$ cat config.mk
export PLATFORM = sky130hd
export DESIGN_NAME = csr_data
export DESIGN_NICKNAME = d
export VERILOG_FILES = /design/src/hw/csr_pkg.sv /design/src/hw/csr_data.sv /design/src/hw/csr_read_mux.sv /design/src/hw/machine_csr_regs.sv /design/src/hw/fcsr_file.sv /design/src/hw/csr_counters.sv
export SDC_FILE = /design/constraint.sdc
export NUM_CORES = 1
export LEC_CHECK = 0
export BUFFER_PORTS_ARGS = -buffer_cell sky130_fd_sc_hd__buf_2
export CAP_MARGIN = 10
export CORE_AREA = 2 2 163 197
export CTS_CLUSTER_SIZE = 24
export DETAILED_ROUTE_END_ITERATION = 16
export DIE_AREA = 0 0 165 199
export PLACE_DENSITY = 0.57
export SLEW_MARGIN = 20
export SYNTH_ARGS = -nofsm -noshare
export SYNTH_HDL_FRONTEND = slang
export SYNTH_SLANG_ARGS = --single-unit
$ cat constraint.sdc
create_clock -name clk -period 2.41 [get_ports clk]
set_input_delay 0 -clock clk [delete_from_list [all_inputs] [get_ports clk]]
set_output_delay 0 -clock clk [all_outputs]
set_load 0.1 [all_outputs]
$ cat src/hw/csr_pkg.sv
// CSR package with shared widths, CSR addresses, identity words and request structs
`default_nettype none

package csr_pkg;

    localparam int XLEN = 32;

    typedef logic [XLEN-1:0] xlen_t;
    typedef logic [11:0]     csr_addr_t;
    typedef logic [4:0]      fflags_t;
    typedef logic [2:0]      frm_t;
    typedef logic [63:0]     counter_t;

    // Instructions retired in one cycle
    typedef logic [3:0]      commit_count_t;

    typedef struct packed {
        frm_t    frm;
        fflags_t fflags;
    } fcsr_t;

    localparam csr_addr_t CSR_HIGH_OFFSET = 12'h080;

    localparam csr_addr_t CSR_FFLAGS         = 12'h001;
    localparam csr_addr_t CSR_FRM            = 12'h002;
    localparam csr_addr_t CSR_FCSR           = 12'h003;
    localparam csr_addr_t CSR_SATP           = 12'h180;
    localparam csr_addr_t CSR_MSTATUS        = 12'h300;
    localparam csr_addr_t CSR_MISA           = 12'h301;
    localparam csr_addr_t CSR_MEDELEG        = 12'h302;
    localparam csr_addr_t CSR_MIDELEG        = 12'h303;
    localparam csr_addr_t CSR_MIE            = 12'h304;
    localparam csr_addr_t CSR_MTVEC          = 12'h305;
    localparam csr_addr_t CSR_MSCRATCH       = 12'h340;
    localparam csr_addr_t CSR_MEPC           = 12'h341;
    localparam csr_addr_t CSR_PMPCFG0        = 12'h3A0;
    localparam csr_addr_t CSR_PMPADDR0       = 12'h3B0;
    localparam csr_addr_t CSR_MNSTATUS       = 12'h744;
    localparam csr_addr_t CSR_MCYCLE         = 12'hB00;
    localparam csr_addr_t CSR_MCYCLE_H       = CSR_MCYCLE + CSR_HIGH_OFFSET;
    localparam csr_addr_t CSR_MINSTRET       = 12'hB02;
    localparam csr_addr_t CSR_MINSTRET_H     = CSR_MINSTRET + CSR_HIGH_OFFSET;
    localparam csr_addr_t CSR_WARP_ID        = 12'hCC2;
    localparam csr_addr_t CSR_CORE_ID        = 12'hCC4;
    localparam csr_addr_t CSR_ACTIVE_WARPS   = 12'hCC5;
    localparam csr_addr_t CSR_ACTIVE_THREADS = 12'hCC6;
    localparam csr_addr_t CSR_MVENDORID      = 12'hF11;
    localparam csr_addr_t CSR_MARCHID        = 12'hF12;
    localparam csr_addr_t CSR_MIMPID         = 12'hF13;
    localparam csr_addr_t CSR_NUM_THREADS    = 12'hFC0;
    localparam csr_addr_t CSR_NUM_WARPS      = 12'hFC1;
    localparam csr_addr_t CSR_NUM_CORES      = 12'hFC2;
    localparam csr_addr_t CSR_LOCAL_MEM_BASE = 12'hFC3;

    localparam xlen_t VENDOR_ID         = 32'h0000_0000;
    localparam xlen_t ARCHITECTURE_ID   = 32'h0000_0001;
    localparam xlen_t IMPLEMENTATION_ID = 32'h0000_0001;
    // MXL=1 (RV32), extensions I, M and F
    localparam xlen_t MISA_VALUE        = {2'b01, 30'h0000_1120};
    localparam xlen_t NUM_CORES_TOTAL   = 32'd1;
    localparam xlen_t LMEM_BASE_ADDR    = 32'hFFFF_0000;

    typedef struct packed {
        logic      enable;
        csr_addr_t addr;
        xlen_t     data;
    } csr_write_t;

    typedef struct packed {
        logic  fflags_en;
        logic  frm_en;
        logic  fcsr_en;
        fcsr_t data;
    } fp_csr_write_t;

endpackage

`default_nettype wire
$ cat src/hw/csr_data.sv
// CSR block of one GPU core, joining register, counter and read-decode blocks
`default_nettype none

module csr_data #(
    parameter int NUM_WARPS      = 4,
    parameter int NUM_THREADS    = 4,
    parameter int NUM_FPU_BLOCKS = 2,
    parameter int CORE_ID        = 0,
    localparam int WID_BITS      = $clog2(NUM_WARPS)
) (
    input  wire                                        clk,
    input  wire                                        reset,
    input  wire csr_pkg::xlen_t                        startup_arg,
    input  wire csr_pkg::csr_write_t                   csr_write,
    input  wire [WID_BITS-1:0]                         write_wid,
    input  wire                                        read_enable,
    input  wire csr_pkg::csr_addr_t                    read_addr,
    input  wire [WID_BITS-1:0]                         read_wid,
    input  wire csr_pkg::commit_count_t                commit_count,
    input  wire [NUM_WARPS-1:0]                        active_warps,
    input  wire [NUM_WARPS-1:0][NUM_THREADS-1:0]       thread_masks,
    input  wire [NUM_FPU_BLOCKS-1:0]                   fpu_flag_valid,
    input  wire [NUM_FPU_BLOCKS-1:0][WID_BITS-1:0]     fpu_flag_wid,
    input  wire csr_pkg::fflags_t [NUM_FPU_BLOCKS-1:0] fpu_flags,
    input  wire [NUM_FPU_BLOCKS-1:0][WID_BITS-1:0]     fpu_read_wid,
    output csr_pkg::xlen_t                             read_data_ro,
    output csr_pkg::xlen_t                             read_data_rw,
    output csr_pkg::frm_t [NUM_FPU_BLOCKS-1:0]         fpu_frm
);

    csr_pkg::fp_csr_write_t fp_write;
    csr_pkg::xlen_t         mscratch;
    csr_pkg::fcsr_t         read_fcsr;
    csr_pkg::counter_t      mcycle;
    csr_pkg::counter_t      minstret;

    machine_csr_regs regs_i (
        .clk         (clk),
        .reset       (reset),
        .startup_arg (startup_arg),
        .csr_write   (csr_write),
        .fp_write    (fp_write),
        .mscratch    (mscratch)
    );

    fcsr_file #(
        .NUM_WARPS      (NUM_WARPS),
        .NUM_FPU_BLOCKS (NUM_FPU_BLOCKS)
    ) fcsr_i (
        .clk            (clk),
        .reset          (reset),
        .write_wid      (write_wid),
        .fp_write       (fp_write),
        .fpu_flag_valid (fpu_flag_valid),
        .fpu_flag_wid   (fpu_flag_wid),
        .fpu_flags      (fpu_flags),
        .fpu_read_wid   (fpu_read_wid),
        .read_wid       (read_wid),
        .fpu_frm        (fpu_frm),
        .read_fcsr      (read_fcsr)
    );

    csr_counters counters_i (
        .clk          (clk),
        .reset        (reset),
        .commit_count (commit_count),
        .mcycle       (mcycle),
        .minstret     (minstret)
    );

    csr_read_mux #(
        .NUM_WARPS   (NUM_WARPS),
        .NUM_THREADS (NUM_THREADS),
        .CORE_ID     (CORE_ID)
    ) read_mux_i (
        .clk          (clk),
        .reset        (reset),
        .read_enable  (read_enable),
        .read_addr    (read_addr),
        .read_wid     (read_wid),
        .mscratch     (mscratch),
        .read_fcsr    (read_fcsr),
        .mcycle       (mcycle),
        .minstret     (minstret),
        .active_warps (active_warps),
        .thread_masks (thread_masks),
        .read_data_ro (read_data_ro),
        .read_data_rw (read_data_rw)
    );

endmodule

`default_nettype wire

$ cat src/hw/csr_read_mux.sv
// CSR read decoder splitting read-only and read-write data
`default_nettype none

module csr_read_mux #(
    parameter int NUM_WARPS   = 4,
    parameter int NUM_THREADS = 4,
    parameter int CORE_ID     = 0,
    localparam int WID_BITS   = $clog2(NUM_WARPS)
) (
    input  wire                                  clk,
    input  wire                                  reset,
    input  wire                                  read_enable,
    input  wire csr_pkg::csr_addr_t              read_addr,
    input  wire [WID_BITS-1:0]                   read_wid,
    input  wire csr_pkg::xlen_t                  mscratch,
    input  wire csr_pkg::fcsr_t                  read_fcsr,
    input  wire csr_pkg::counter_t               mcycle,
    input  wire csr_pkg::counter_t               minstret,
    input  wire [NUM_WARPS-1:0]                  active_warps,
    input  wire [NUM_WARPS-1:0][NUM_THREADS-1:0] thread_masks,
    output csr_pkg::xlen_t                       read_data_ro,
    output csr_pkg::xlen_t                       read_data_rw
);

    logic read_addr_valid;

    always_comb begin
        read_data_ro    = '0;
        read_data_rw    = '0;
        read_addr_valid = 1'b1;
        case (read_addr)
            csr_pkg::CSR_MVENDORID: read_data_ro = csr_pkg::VENDOR_ID;
            csr_pkg::CSR_MARCHID:   read_data_ro = csr_pkg::ARCHITECTURE_ID;
            csr_pkg::CSR_MIMPID:    read_data_ro = csr_pkg::IMPLEMENTATION_ID;
            csr_pkg::CSR_MISA:      read_data_ro = csr_pkg::MISA_VALUE;

            csr_pkg::CSR_FFLAGS:   read_data_rw = csr_pkg::xlen_t'(read_fcsr.fflags);
            csr_pkg::CSR_FRM:      read_data_rw = csr_pkg::xlen_t'(read_fcsr.frm);
            csr_pkg::CSR_FCSR:     read_data_rw = csr_pkg::xlen_t'(read_fcsr);
            csr_pkg::CSR_MSCRATCH: read_data_rw = mscratch;

            csr_pkg::CSR_WARP_ID:  read_data_ro = csr_pkg::xlen_t'(read_wid);
            csr_pkg::CSR_CORE_ID:  read_data_ro = csr_pkg::xlen_t'(CORE_ID);
            csr_pkg::CSR_ACTIVE_THREADS: begin
                read_data_ro = csr_pkg::xlen_t'(thread_masks[read_wid]);
            end
            csr_pkg::CSR_ACTIVE_WARPS:   read_data_ro = csr_pkg::xlen_t'(active_warps);
            csr_pkg::CSR_NUM_THREADS:    read_data_ro = csr_pkg::xlen_t'(NUM_THREADS);
            csr_pkg::CSR_NUM_WARPS:      read_data_ro = csr_pkg::xlen_t'(NUM_WARPS);
            csr_pkg::CSR_NUM_CORES:      read_data_ro = csr_pkg::NUM_CORES_TOTAL;
            csr_pkg::CSR_LOCAL_MEM_BASE: read_data_ro = csr_pkg::LMEM_BASE_ADDR;

            // 64-bit counters, high half sits one offset above the low half
            csr_pkg::CSR_MCYCLE:     read_data_ro = mcycle[31:0];
            csr_pkg::CSR_MCYCLE_H:   read_data_ro = mcycle[63:32];
            csr_pkg::CSR_MINSTRET:   read_data_ro = minstret[31:0];
            csr_pkg::CSR_MINSTRET_H: read_data_ro = minstret[63:32];

            // Implemented as no-ops, always zero
            csr_pkg::CSR_SATP,
            csr_pkg::CSR_MSTATUS,
            csr_pkg::CSR_MNSTATUS,
            csr_pkg::CSR_MEDELEG,
            csr_pkg::CSR_MIDELEG,
            csr_pkg::CSR_MIE,
            csr_pkg::CSR_MTVEC,
            csr_pkg::CSR_MEPC,
            csr_pkg::CSR_PMPCFG0,
            csr_pkg::CSR_PMPADDR0: read_data_ro = '0;

            default: read_addr_valid = 1'b0;
        endcase
    end

    a_read_addr: assert property (@(posedge clk) disable iff (reset)
        read_enable |-> read_addr_valid)
        else $error("%t: invalid CSR read address 0x%0h", $time, read_addr);

endmodule

`default_nettype wire

$ cat src/hw/machine_csr_regs.sv
// Machine CSR write decoder, holds mscratch and forwards FP CSR writes
`default_nettype none

module machine_csr_regs (
    input  wire                      clk,
    input  wire                      reset,
    input  wire csr_pkg::xlen_t      startup_arg,
    input  wire csr_pkg::csr_write_t csr_write,
    output csr_pkg::fp_csr_write_t   fp_write,
    output csr_pkg::xlen_t           mscratch
);

    logic write_addr_valid;
    logic mscratch_en;

    always_comb begin
        fp_write         = '0;
        fp_write.data    = csr_write.data[7:0];
        mscratch_en      = 1'b0;
        write_addr_valid = 1'b1;
        case (csr_write.addr)
            csr_pkg::CSR_FFLAGS: fp_write.fflags_en = csr_write.enable;
            csr_pkg::CSR_FRM: begin
                // frm payload comes from the low bits of the word
                fp_write.frm_en   = csr_write.enable;
                fp_write.data.frm = csr_write.data[2:0];
            end
            csr_pkg::CSR_FCSR:     fp_write.fcsr_en = csr_write.enable;
            csr_pkg::CSR_MSCRATCH: mscratch_en = csr_write.enable;
            csr_pkg::CSR_SATP,
            csr_pkg::CSR_MSTATUS,
            csr_pkg::CSR_MNSTATUS,
            csr_pkg::CSR_MEDELEG,
            csr_pkg::CSR_MIDELEG,
            csr_pkg::CSR_MIE,
            csr_pkg::CSR_MTVEC,
            csr_pkg::CSR_MEPC,
            csr_pkg::CSR_PMPCFG0,
            csr_pkg::CSR_PMPADDR0: ;
            default: write_addr_valid = 1'b0;
        endcase
    end

    // Startup argument lands here at reset
    always_ff @(posedge clk) begin
        if (reset) begin
            mscratch <= startup_arg;
        end else if (mscratch_en) begin
            mscratch <= csr_write.data;
        end
    end

    a_write_addr: assert property (@(posedge clk) disable iff (reset)
        csr_write.enable |-> write_addr_valid)
        else $error("%t: invalid CSR write address 0x%0h", $time, csr_write.addr);

endmodule

`default_nettype wire

$ cat src/hw/fcsr_file.sv
// Per-warp floating-point CSR storage with FPU flag accumulation
`default_nettype none

module fcsr_file #(
    parameter int NUM_WARPS      = 4,
    parameter int NUM_FPU_BLOCKS = 2,
    localparam int WID_BITS      = $clog2(NUM_WARPS)
) (
    input  wire                                        clk,
    input  wire                                        reset,
    input  wire [WID_BITS-1:0]                         write_wid,
    input  wire csr_pkg::fp_csr_write_t                fp_write,
    input  wire [NUM_FPU_BLOCKS-1:0]                   fpu_flag_valid,
    input  wire [NUM_FPU_BLOCKS-1:0][WID_BITS-1:0]     fpu_flag_wid,
    input  wire csr_pkg::fflags_t [NUM_FPU_BLOCKS-1:0] fpu_flags,
    input  wire [NUM_FPU_BLOCKS-1:0][WID_BITS-1:0]     fpu_read_wid,
    input  wire [WID_BITS-1:0]                         read_wid,
    output csr_pkg::frm_t [NUM_FPU_BLOCKS-1:0]         fpu_frm,
    output csr_pkg::fcsr_t                             read_fcsr
);

    csr_pkg::fcsr_t [NUM_WARPS-1:0] fcsr_q;
    csr_pkg::fcsr_t [NUM_WARPS-1:0] fcsr_n;
    logic                           sw_write;

    assign sw_write = fp_write.fflags_en | fp_write.frm_en | fp_write.fcsr_en;

    always_comb begin
        fcsr_n = fcsr_q;
        // Two blocks may hit the same warp, so accumulate into fcsr_n
        for (int i = 0; i < NUM_FPU_BLOCKS; i++) begin
            if (fpu_flag_valid[i]) begin
                fcsr_n[fpu_flag_wid[i]].fflags = fcsr_n[fpu_flag_wid[i]].fflags | fpu_flags[i];
            end
        end
        // Software write applied last so it wins over FPU flags
        if (fp_write.fcsr_en) begin
            fcsr_n[write_wid] = fp_write.data;
        end
        if (fp_write.fflags_en) begin
            fcsr_n[write_wid].fflags = fp_write.data.fflags;
        end
        if (fp_write.frm_en) begin
            fcsr_n[write_wid].frm = fp_write.data.frm;
        end
    end

    always_ff @(posedge clk) begin
        if (reset) begin
            fcsr_q <= '0;
        end else begin
            fcsr_q <= fcsr_n;
        end
    end

    assign read_fcsr = fcsr_q[read_wid];

    for (genvar i = 0; i < NUM_FPU_BLOCKS; i++) begin : g_fpu_port
        assign fpu_frm[i] = fcsr_q[fpu_read_wid[i]].frm;

        a_fpu_wid: assert property (@(posedge clk) disable iff (reset)
            (!fpu_flag_valid[i] || fpu_flag_wid[i] < NUM_WARPS) && fpu_read_wid[i] < NUM_WARPS)
            else $error("%t: FPU block %0d warp id out of range", $time, i);
    end

    a_sw_wid: assert property (@(posedge clk) disable iff (reset)
        (!sw_write || write_wid < NUM_WARPS) && read_wid < NUM_WARPS)
        else $error("%t: CSR warp id out of range", $time);

endmodule

`default_nettype wire

$ cat src/hw/csr_counters.sv
// 64-bit cycle and retired-instruction counters
`default_nettype none

module csr_counters (
    input  wire                         clk,
    input  wire                         reset,
    input  wire csr_pkg::commit_count_t commit_count,
    output csr_pkg::counter_t           mcycle,
    output csr_pkg::counter_t           minstret
);

    always_ff @(posedge clk) begin
        if (reset) begin
            mcycle   <= '0;
            minstret <= '0;
        end else begin
            mcycle   <= mcycle + 64'd1;
            // Several instructions may retire in one cycle
            minstret <= minstret + csr_pkg::counter_t'(commit_count);
        end
    end

endmodule

`default_nettype wire

==> flow_metrics.py, run 1 <==
metrics = {
    "sta": {
        "setup_violations": 0,
        "period_share": 0.943,
        "period_needed_ns": 2.27,
        "finalHoldViolCount": 0,
        "max_slew_margin": 0.465,
        "max_freq_mhz": 440,
        "final_max_slew_viol_count": 0,
        "finalClockSkew_ns": 0.00577,
        "worst_slack_ns": 0.136,
        "tightest_slew_ns": 0.801,
        "rsz0062_at_grt": "no",
    },
    "pwr": {
        "p_leak_uw": 0.00538,
        "cellPowerDensity_nw_per_um2": 466,
        "irDropWorstVdd_mv": 0.377,
        "fin_total_pwr_uw": 6910,
    },
    "critical_path": {
        "r2r_start": "counters_i.minstret[0]",
        "required_ns": 2.77,
        "cp-start-kind": "register",
        "r2r_end": "counters_i.minstret[28]",
        "cp_slowest_cell": "or4_1",
        "crit_chain": "ha_1, inv_1, fa_2, nor2b_2, o31a_1, buf_12, nand3_2, or4_1, a21oi_1",
        "cp-end-kind": "register",
        "crit_type": "register to register",
        "cp.arrival_ns": 2.63,
        "crit_fanout": 10,
        "r2r_cells": 9,
        "reg2reg_slack_ns": 0.14,
        "cpPeakStageDelay_ns": 0.50,
    },
    "logic_synthesis": {
        "synth_top_area_frac": 0.299,
        "synthArstFlopShare": 0,
        "synthXorXnorAreaFrac": 0.0565,
        "synthesis.area_um2": 10700,
        "ys_types": 66,
        "avgSynthCellArea_um2": 9.03,
        "synthMuxAreaShare": 0.0831,
        "synth_seq_cells": 192,
        "synth_area_leaders": "dfxtp_1 (30%), edfxtp_1 (9.0%), a22oi_1 (4.6%)",
        "syn_inst": 1185,
        "ys.flop_type": "dfxtp_1",
        "synth_top_family_by_area": "simple AND/OR/NAND/NOR gates",
        "synth_compound_area_frac": 0.152,
        "syn_nets": 1331,
        "synth_edf_count": 32,
        "synth_top_cell_by_area": "dfxtp_1",
        "synth-simple-area-share": 0.278,
        "synthAdderAreaFrac": 0.00772,
        "ys_warn_count": 0,
        "yosysSeqAreaShare": 0.389,
    },
    "detailed_routing": {
        "wl_mm": 35.3,
        "via_count": 10600,
        "drt_iter0_markers": 801,
        "drt_first_pass_iters": 5,
        "ant_nets": 0,
        "viasPerCell": 5.55,
        "routedWlPerCell_um": 18.6,
        "remaining_drc_errors": 0,
    },
    "finish": {
        "post-route-cell-area_um2": 14800,
        "layout-area-overhead-vs-synth_pct": 38.6,
        "drive_above_1_share": 0.258,
        "nets": 1627,
    },
    "outcome": {
        "outcome": "complete, no violations",
    },
    "clock_network": {
        "clock_sinks": 192,
        "htree_levels": 4,
        "cts-root-buf": "clkbuf_16",
        "cts_tree": "built",
        "clkLatencyLatePin_ns": 0.43,
        "clk_transition_reported_paths_ns": 0.08,
        "cts_made_buffers": 17,
        "clk_path_buf_depth": 2,
    },
    "global_routing": {
        "grt_max_degree": 111,
        "grt_pass1_vias": 9968,
        "grt_first_pass_wirelength_mm": 54.9,
        "grt_overflow": 0,
        "antenna_found_initial": 6,
        "grt_usage": 0.213,
    },
    "floorplanning": {
        "die_w_um": 165,
        "dieArea_um2": 32800,
        "fp.coreArea_um2": 31000,
        "rows": 71,
        "io_pins": 210,
        "die_y_um": 199,
        "start_util": 0.345,
    },
    "place": {
        "gp_congestion": 0.878,
        "portBuffers": 208,
        "dp_hpwl_mm": 26.0,
        "post-place-ws_ns": 0.113,
        "dpl_cell_area_um2": 13400,
    },
    "worst_hold_path": {
        "hold_class": "input pin to register",
        "holdPathStages": 3,
        "worstHoldEndpoint": "fcsr_i.fcsr_q[25]",
        "min-delay-start": "fpu_flags[6]",
    },
    "run": {
        "drv_cap": 0,
    },
}
-- report_power, final --
group | switching [uW] | internal [uW] | total (uW)
logic | 317 | 363 | 680
registers | 48.4 | 3360 | 3400
clock network | 1370 | 1460 | 2830
total | 1730 | 5180 | 6910
-- routing by layer --
layer	up-vias	GRT usage	routed length, um
li1	5066	-	-
met1	5132	0.284	15200
met2	306	0.345	17400
met3	50	0.0377	1860
met4	0	0.0718	844
met5	-	0	0
-- metrics by stage --
step	setup TNS [ns]	std cells	util	hold WS, ns
4_1_cts	0	1893	0.477	0.00380
3_3_place_gp	0	1784	0.433	0.304
6_report	0	1901	0.478	0.0285
3_5_place_dp	0	1784	0.433	0.306
2_1_floorplan	-1.10	1185	-	0.183
5_1_grt	0	1901	0.478	0.0415
-- layout make-up --
class	count	area, um^2
antenna	6	15.0
tap	401	502
clock inverter	14	150
multi-input combinational	906	6210
fill	2878	16200
clock buffer	18	429
sequential	192	4160
timing repair buffer	339	3260
inverter	25	93.8
-- worst max-delay path: cells and delay by family, from the launching register on --
family,cells,cell delay (ns)
compound gates,2,0.38
fa+ha+maj,2,0.51
buf+inv,2,0.22
flops,1,0.35
simple gates,3,0.73
-- layout by cell type, fill, tap and decap left out, types with 6 or more instances in the layout --
cell and instances:
nor2_1 126, buf_2 143, and4_1 9, nand4_1 72, xor2_1 51, inv_1 25, clkbuf_16 18, a22oi_1 65
nand2_1 67, nor4_4 6, dlygate4sd3_1 77, and2_1 35, nand3_1 57, o211ai_1 8, nor4_1 14, diode_2 6
and3_1 17, mux2_2 35, xnor2_1 18, nor3_1 14, a211oi_1 21, a22o_1 8, buf_4 48, dfxtp_1 160
o31ai_1 6, mux4_2 18, o21ai_0 47, a221oi_1 20, or3_1 43, nor2b_1 10, buf_12 69, or4_1 8
inv_6 6, a21oi_1 53, edfxtp_1 32, mux2i_1 9
-- worst max-delay path by stage --
stage	slack, ns	from	endpoint
2_1_floorplan	-0.14	read_addr[10]	read_data_ro[16]
3_3_place_gp	0.14	counters_i.minstret[0]	counters_i.minstret[28]
3_5_place_dp	0.11	counters_i.minstret[0]	counters_i.minstret[28]
4_1_cts	0.09	counters_i.minstret[0]	counters_i.minstret[28]
5_1_grt	0.01	counters_i.mcycle[0]	counters_i.mcycle[46]
6_report	0.14	counters_i.minstret[0]	counters_i.minstret[28]
-- cells by family (layout without fill, tap and decap cells) --
group                    after synthesis  in the layout
multiplexers                          62             62
buffers and inverters                 87            396
XOR/XNOR                              69             69
AND/OR/NAND/NOR                      523            523
flip-flops                           192            192
adder cells (fa/ha/maj)                6              6
other                                  0              6
AO/OA/AOI/OAI                        246            246
-- Yosys cell counts (4+ instances only) --
cell type and number:
dfxtp_1 160, nor4_4 6, and2_1 35, and4_1 9, and3_1 17, xor2_1 51, nand3_1 58, a22o_1 8
mux2_2 35, edfxtp_1 32, o211ai_1 8, o31ai_1 6, a21oi_1 53, inv_1 25, nor2b_1 12, nand4_1 72
nor4b_1 5, xnor2_1 18, mux2i_1 9, nor4_1 14, a221oi_1 20, buf_2 9, nor3b_1 4, o21ai_0 51
or4_1 8, nand2_1 67, or3_1 43, clkbuf_1 45, mux4_2 18, nor3_1 14, a22oi_1 65, nor2_1 126
a211oi_1 21, ha_1 5, or2_2 5
-- repair_timing --
item                       in CTS  in global routing
setup endpoints to repair       0                  7
hold buffers                   77                  0
hold endpoints to repair       66                  0
setup buffers                   0                  1
gates resized for setup         0                  3
-- registers in the layout (all words and copies together), names as in the netlist --
signal and flops:
regs_i.mscratch 32, counters_i.mcycle 64, counters_i.minstret 64, fcsr_i.fcsr_q 32
No activity file was read; power rests on OpenSTA's default activity.
==> run 2: changes to the inputs <==
--- a/config.mk
+++ b/config.mk
@@ -11,6 +11,7 @@
 export CTS_CLUSTER_SIZE = 24
 export DETAILED_ROUTE_END_ITERATION = 16
 export DIE_AREA = 0 0 165 199
+export GPL_TIMING_DRIVEN = 0
 export PLACE_DENSITY = 0.57
 export SLEW_MARGIN = 20
 export SYNTH_ARGS = -nofsm -noshare
==> run 2 against run 1 <==
  * Critical path depth unchanged
  * Die area unchanged
  * Clock skew increased by 0.0028 ns
  * Non-clock buffer count increased by 26
  * Worst setup slack got worse by 0.10 ns
  * Total power increased by 0.13%
  * Critical endpoint is now read_data_ro[11]
  * Highest routed layer unchanged
==> flow_metrics.py, run 2 (synthesis results as in run 1) <==
metrics = {
    "critical_path": {
        "cp-end-kind": "primary output",
        "r2r_cells": 6,
        "crit_buf_inv": 4,
        "cpPeakStageDelay_ns": 0.59,
        "crit_chain": "buf_2, or4b_4, nor3_4, and2_1, buf_2, buf_4, a22oi_1, o21ai_1, buf_6",
        "crit_cells": 9,
        "path_delay_family": "simple AND/OR/NAND/NOR gates",
        "required_ns": 2.41,
        "crit_type": "input pin to primary output",
        "crit_top_cell": "buf_2",
        "cp.arrival_ns": 2.38,
        "cp_slowest_cell": "or4b_4",
        "crit_fanout": 10,
        "cp-start-kind": "input pin",
    },
    "floorplanning": {
        "io_pins": 210,
        "dieArea_um2": 32800,
        "die_y_um": 199,
        "rows": 71,
        "die_w_um": 165,
        "fp.coreArea_um2": 31000,
        "start_util": 0.345,
    },
    "finish": {
        "nets": 1653,
        "drive_above_1_share": 0.246,
        "fin_cells": 1927,
        "final_common_cell": "buf_2",
        "reg_top3": "counters_i.mcycle (64), counters_i.minstret (64)",
        "final_cell_mix": "buf_2 (186), dfxtp_1 (159), nor2_1 (126)",
        "layout-area-overhead-vs-synth_pct": 30.8,
        "post-route-cell-area_um2": 14000,
    },
    "sta": {
        "period_share": 0.987,
        "tightest_slew_ns": 0.876,
        "max_freq_mhz": 421,
        "finalClockSkew_ns": 0.00856,
        "final_max_slew_viol_count": 0,
        "max_slew_margin": 0.415,
        "rsz0062_at_grt": "yes",
        "fin_setup_tns_ns": 0,
        "period_needed_ns": 2.38,
        "finalHoldViolCount": 0,
        "setup_violations": 0,
    },
    "place": {
        "dp_cells": 1793,
        "portBuffers": 206,
        "dp_hpwl_mm": 28.8,
        "dpl_cell_area_um2": 12300,
        "gp_congestion": 0.889,
    },
    "worst_hold_path": {
        "holdPathStages": 3,
        "hold_class": "input pin to register",
    },
    "pwr": {
        "cellPowerDensity_nw_per_um2": 495,
        "p_leak_uw": 0.00523,
        "irDropWorstVdd_mv": 0.376,
    },
    "clock_network": {
        "clock_sinks": 192,
        "cts-root-buf": "clkbuf_16",
        "clk_path_buf_depth": 2,
        "clkLatencyLatePin_ns": 0.44,
        "clk_transition_reported_paths_ns": 0.08,
        "cts_tree": "built",
        "cts_made_buffers": 17,
        "htree_levels": 4,
    },
    "global_routing": {
        "antenna_found_initial": 6,
        "grt_pass1_vias": 10100,
        "grt_overflow": 0,
        "grt_max_degree": 26,
        "grt_first_pass_wirelength_mm": 57.3,
        "grt_usage": 0.227,
    },
    "detailed_routing": {
        "routedWlPerCell_um": 19.9,
        "drt_iter0_markers": 820,
        "viasPerCell": 5.59,
        "remaining_drc_errors": 0,
        "ant_nets": 0,
        "via_count": 10800,
        "wl_mm": 38.3,
        "drt_first_pass_iters": 5,
    },
    "run": {
        "drv_cap": 0,
    },
    "outcome": {
        "outcome": "complete, no violations",
    },
}
## run 2: changes by cell type in the layout (fill, tap and decap cells not counted), sizes merged
cell         change
buf             -33
clkbuf          +56
clkinv           -2
clkinvlp         +1
dlygate4sd3      +3
inv              +1
## run 2: cell type report
class	count	area [um^2]
Fill cell	3026	17000
Multi-Input combinational cell	906	6290
Sequential cell	192	4170
Timing Repair Buffer	303	2070
Tap cell	401	502
Clock buffer	18	429
Buffer	62	294
Clock inverter	14	131
Inverter	25	93.8
Antenna cell	6	15.0
## run 2: final timing paths
path | start | slack [ns] | to
max reg2reg | counters_i.minstret[35] | 0.07 | counters_i.minstret[48]
min | fpu_flags[1] | 0.01 | fcsr_i.fcsr_q[25]
min reg2reg | counters_i.mcycle[0] | 0.47 | counters_i.mcycle[0]
max | read_addr[10] | 0.03 | read_data_ro[11]
## run 2: what timing repair did
action | in CTS | in global routing
setup buffers | 6 | 10
hold endpoints to repair | 54 | 0
hold buffers | 80 | 0
endpoints found under the setup margin | 86 | 87
resized for setup | 26 | 50
pin swaps | 5 | 7
## run 2: stage by stage
step | hold slack (ns) | util | power (uW) | worst slack (ns)
3_5_place_dp | 0.305 | 0.396 | 4030 | -0.476
3_3_place_gp | 0.304 | 0.395 | 4020 | -0.476
4_1_cts | 0.000357 | 0.444 | 6960 | 0.00273
2_1_floorplan | 0.183 | - | 3760 | -0.138
6_report | 0.0149 | 0.451 | 6920 | 0.0324
5_1_grt | 0.0234 | 0.451 | 7190 | -0.0138
## run 2: power breakdown
group          internal [uW]  total [uW]  switching [uW]
registers               3360        3400            45.5
logic                    367         715             348
clock network           1450        2810            1360
## run 2: routing by layer
metal / global-route usage / vias up / part of all wire
li1: - / 5140 / -
met1: 0.297 / 5272 / 0.42
met2: 0.371 / 301 / 0.50
met3: 0.0338 / 67 / 0.044
met4: 0.101 / 0 / 0.031
met5: 0 / - / 0
## run 2: tightest hold or removal path: stages
cell and delay [ns]:
buf_2 0.12, a221oi_1 0.08, a211oi_1 0.21
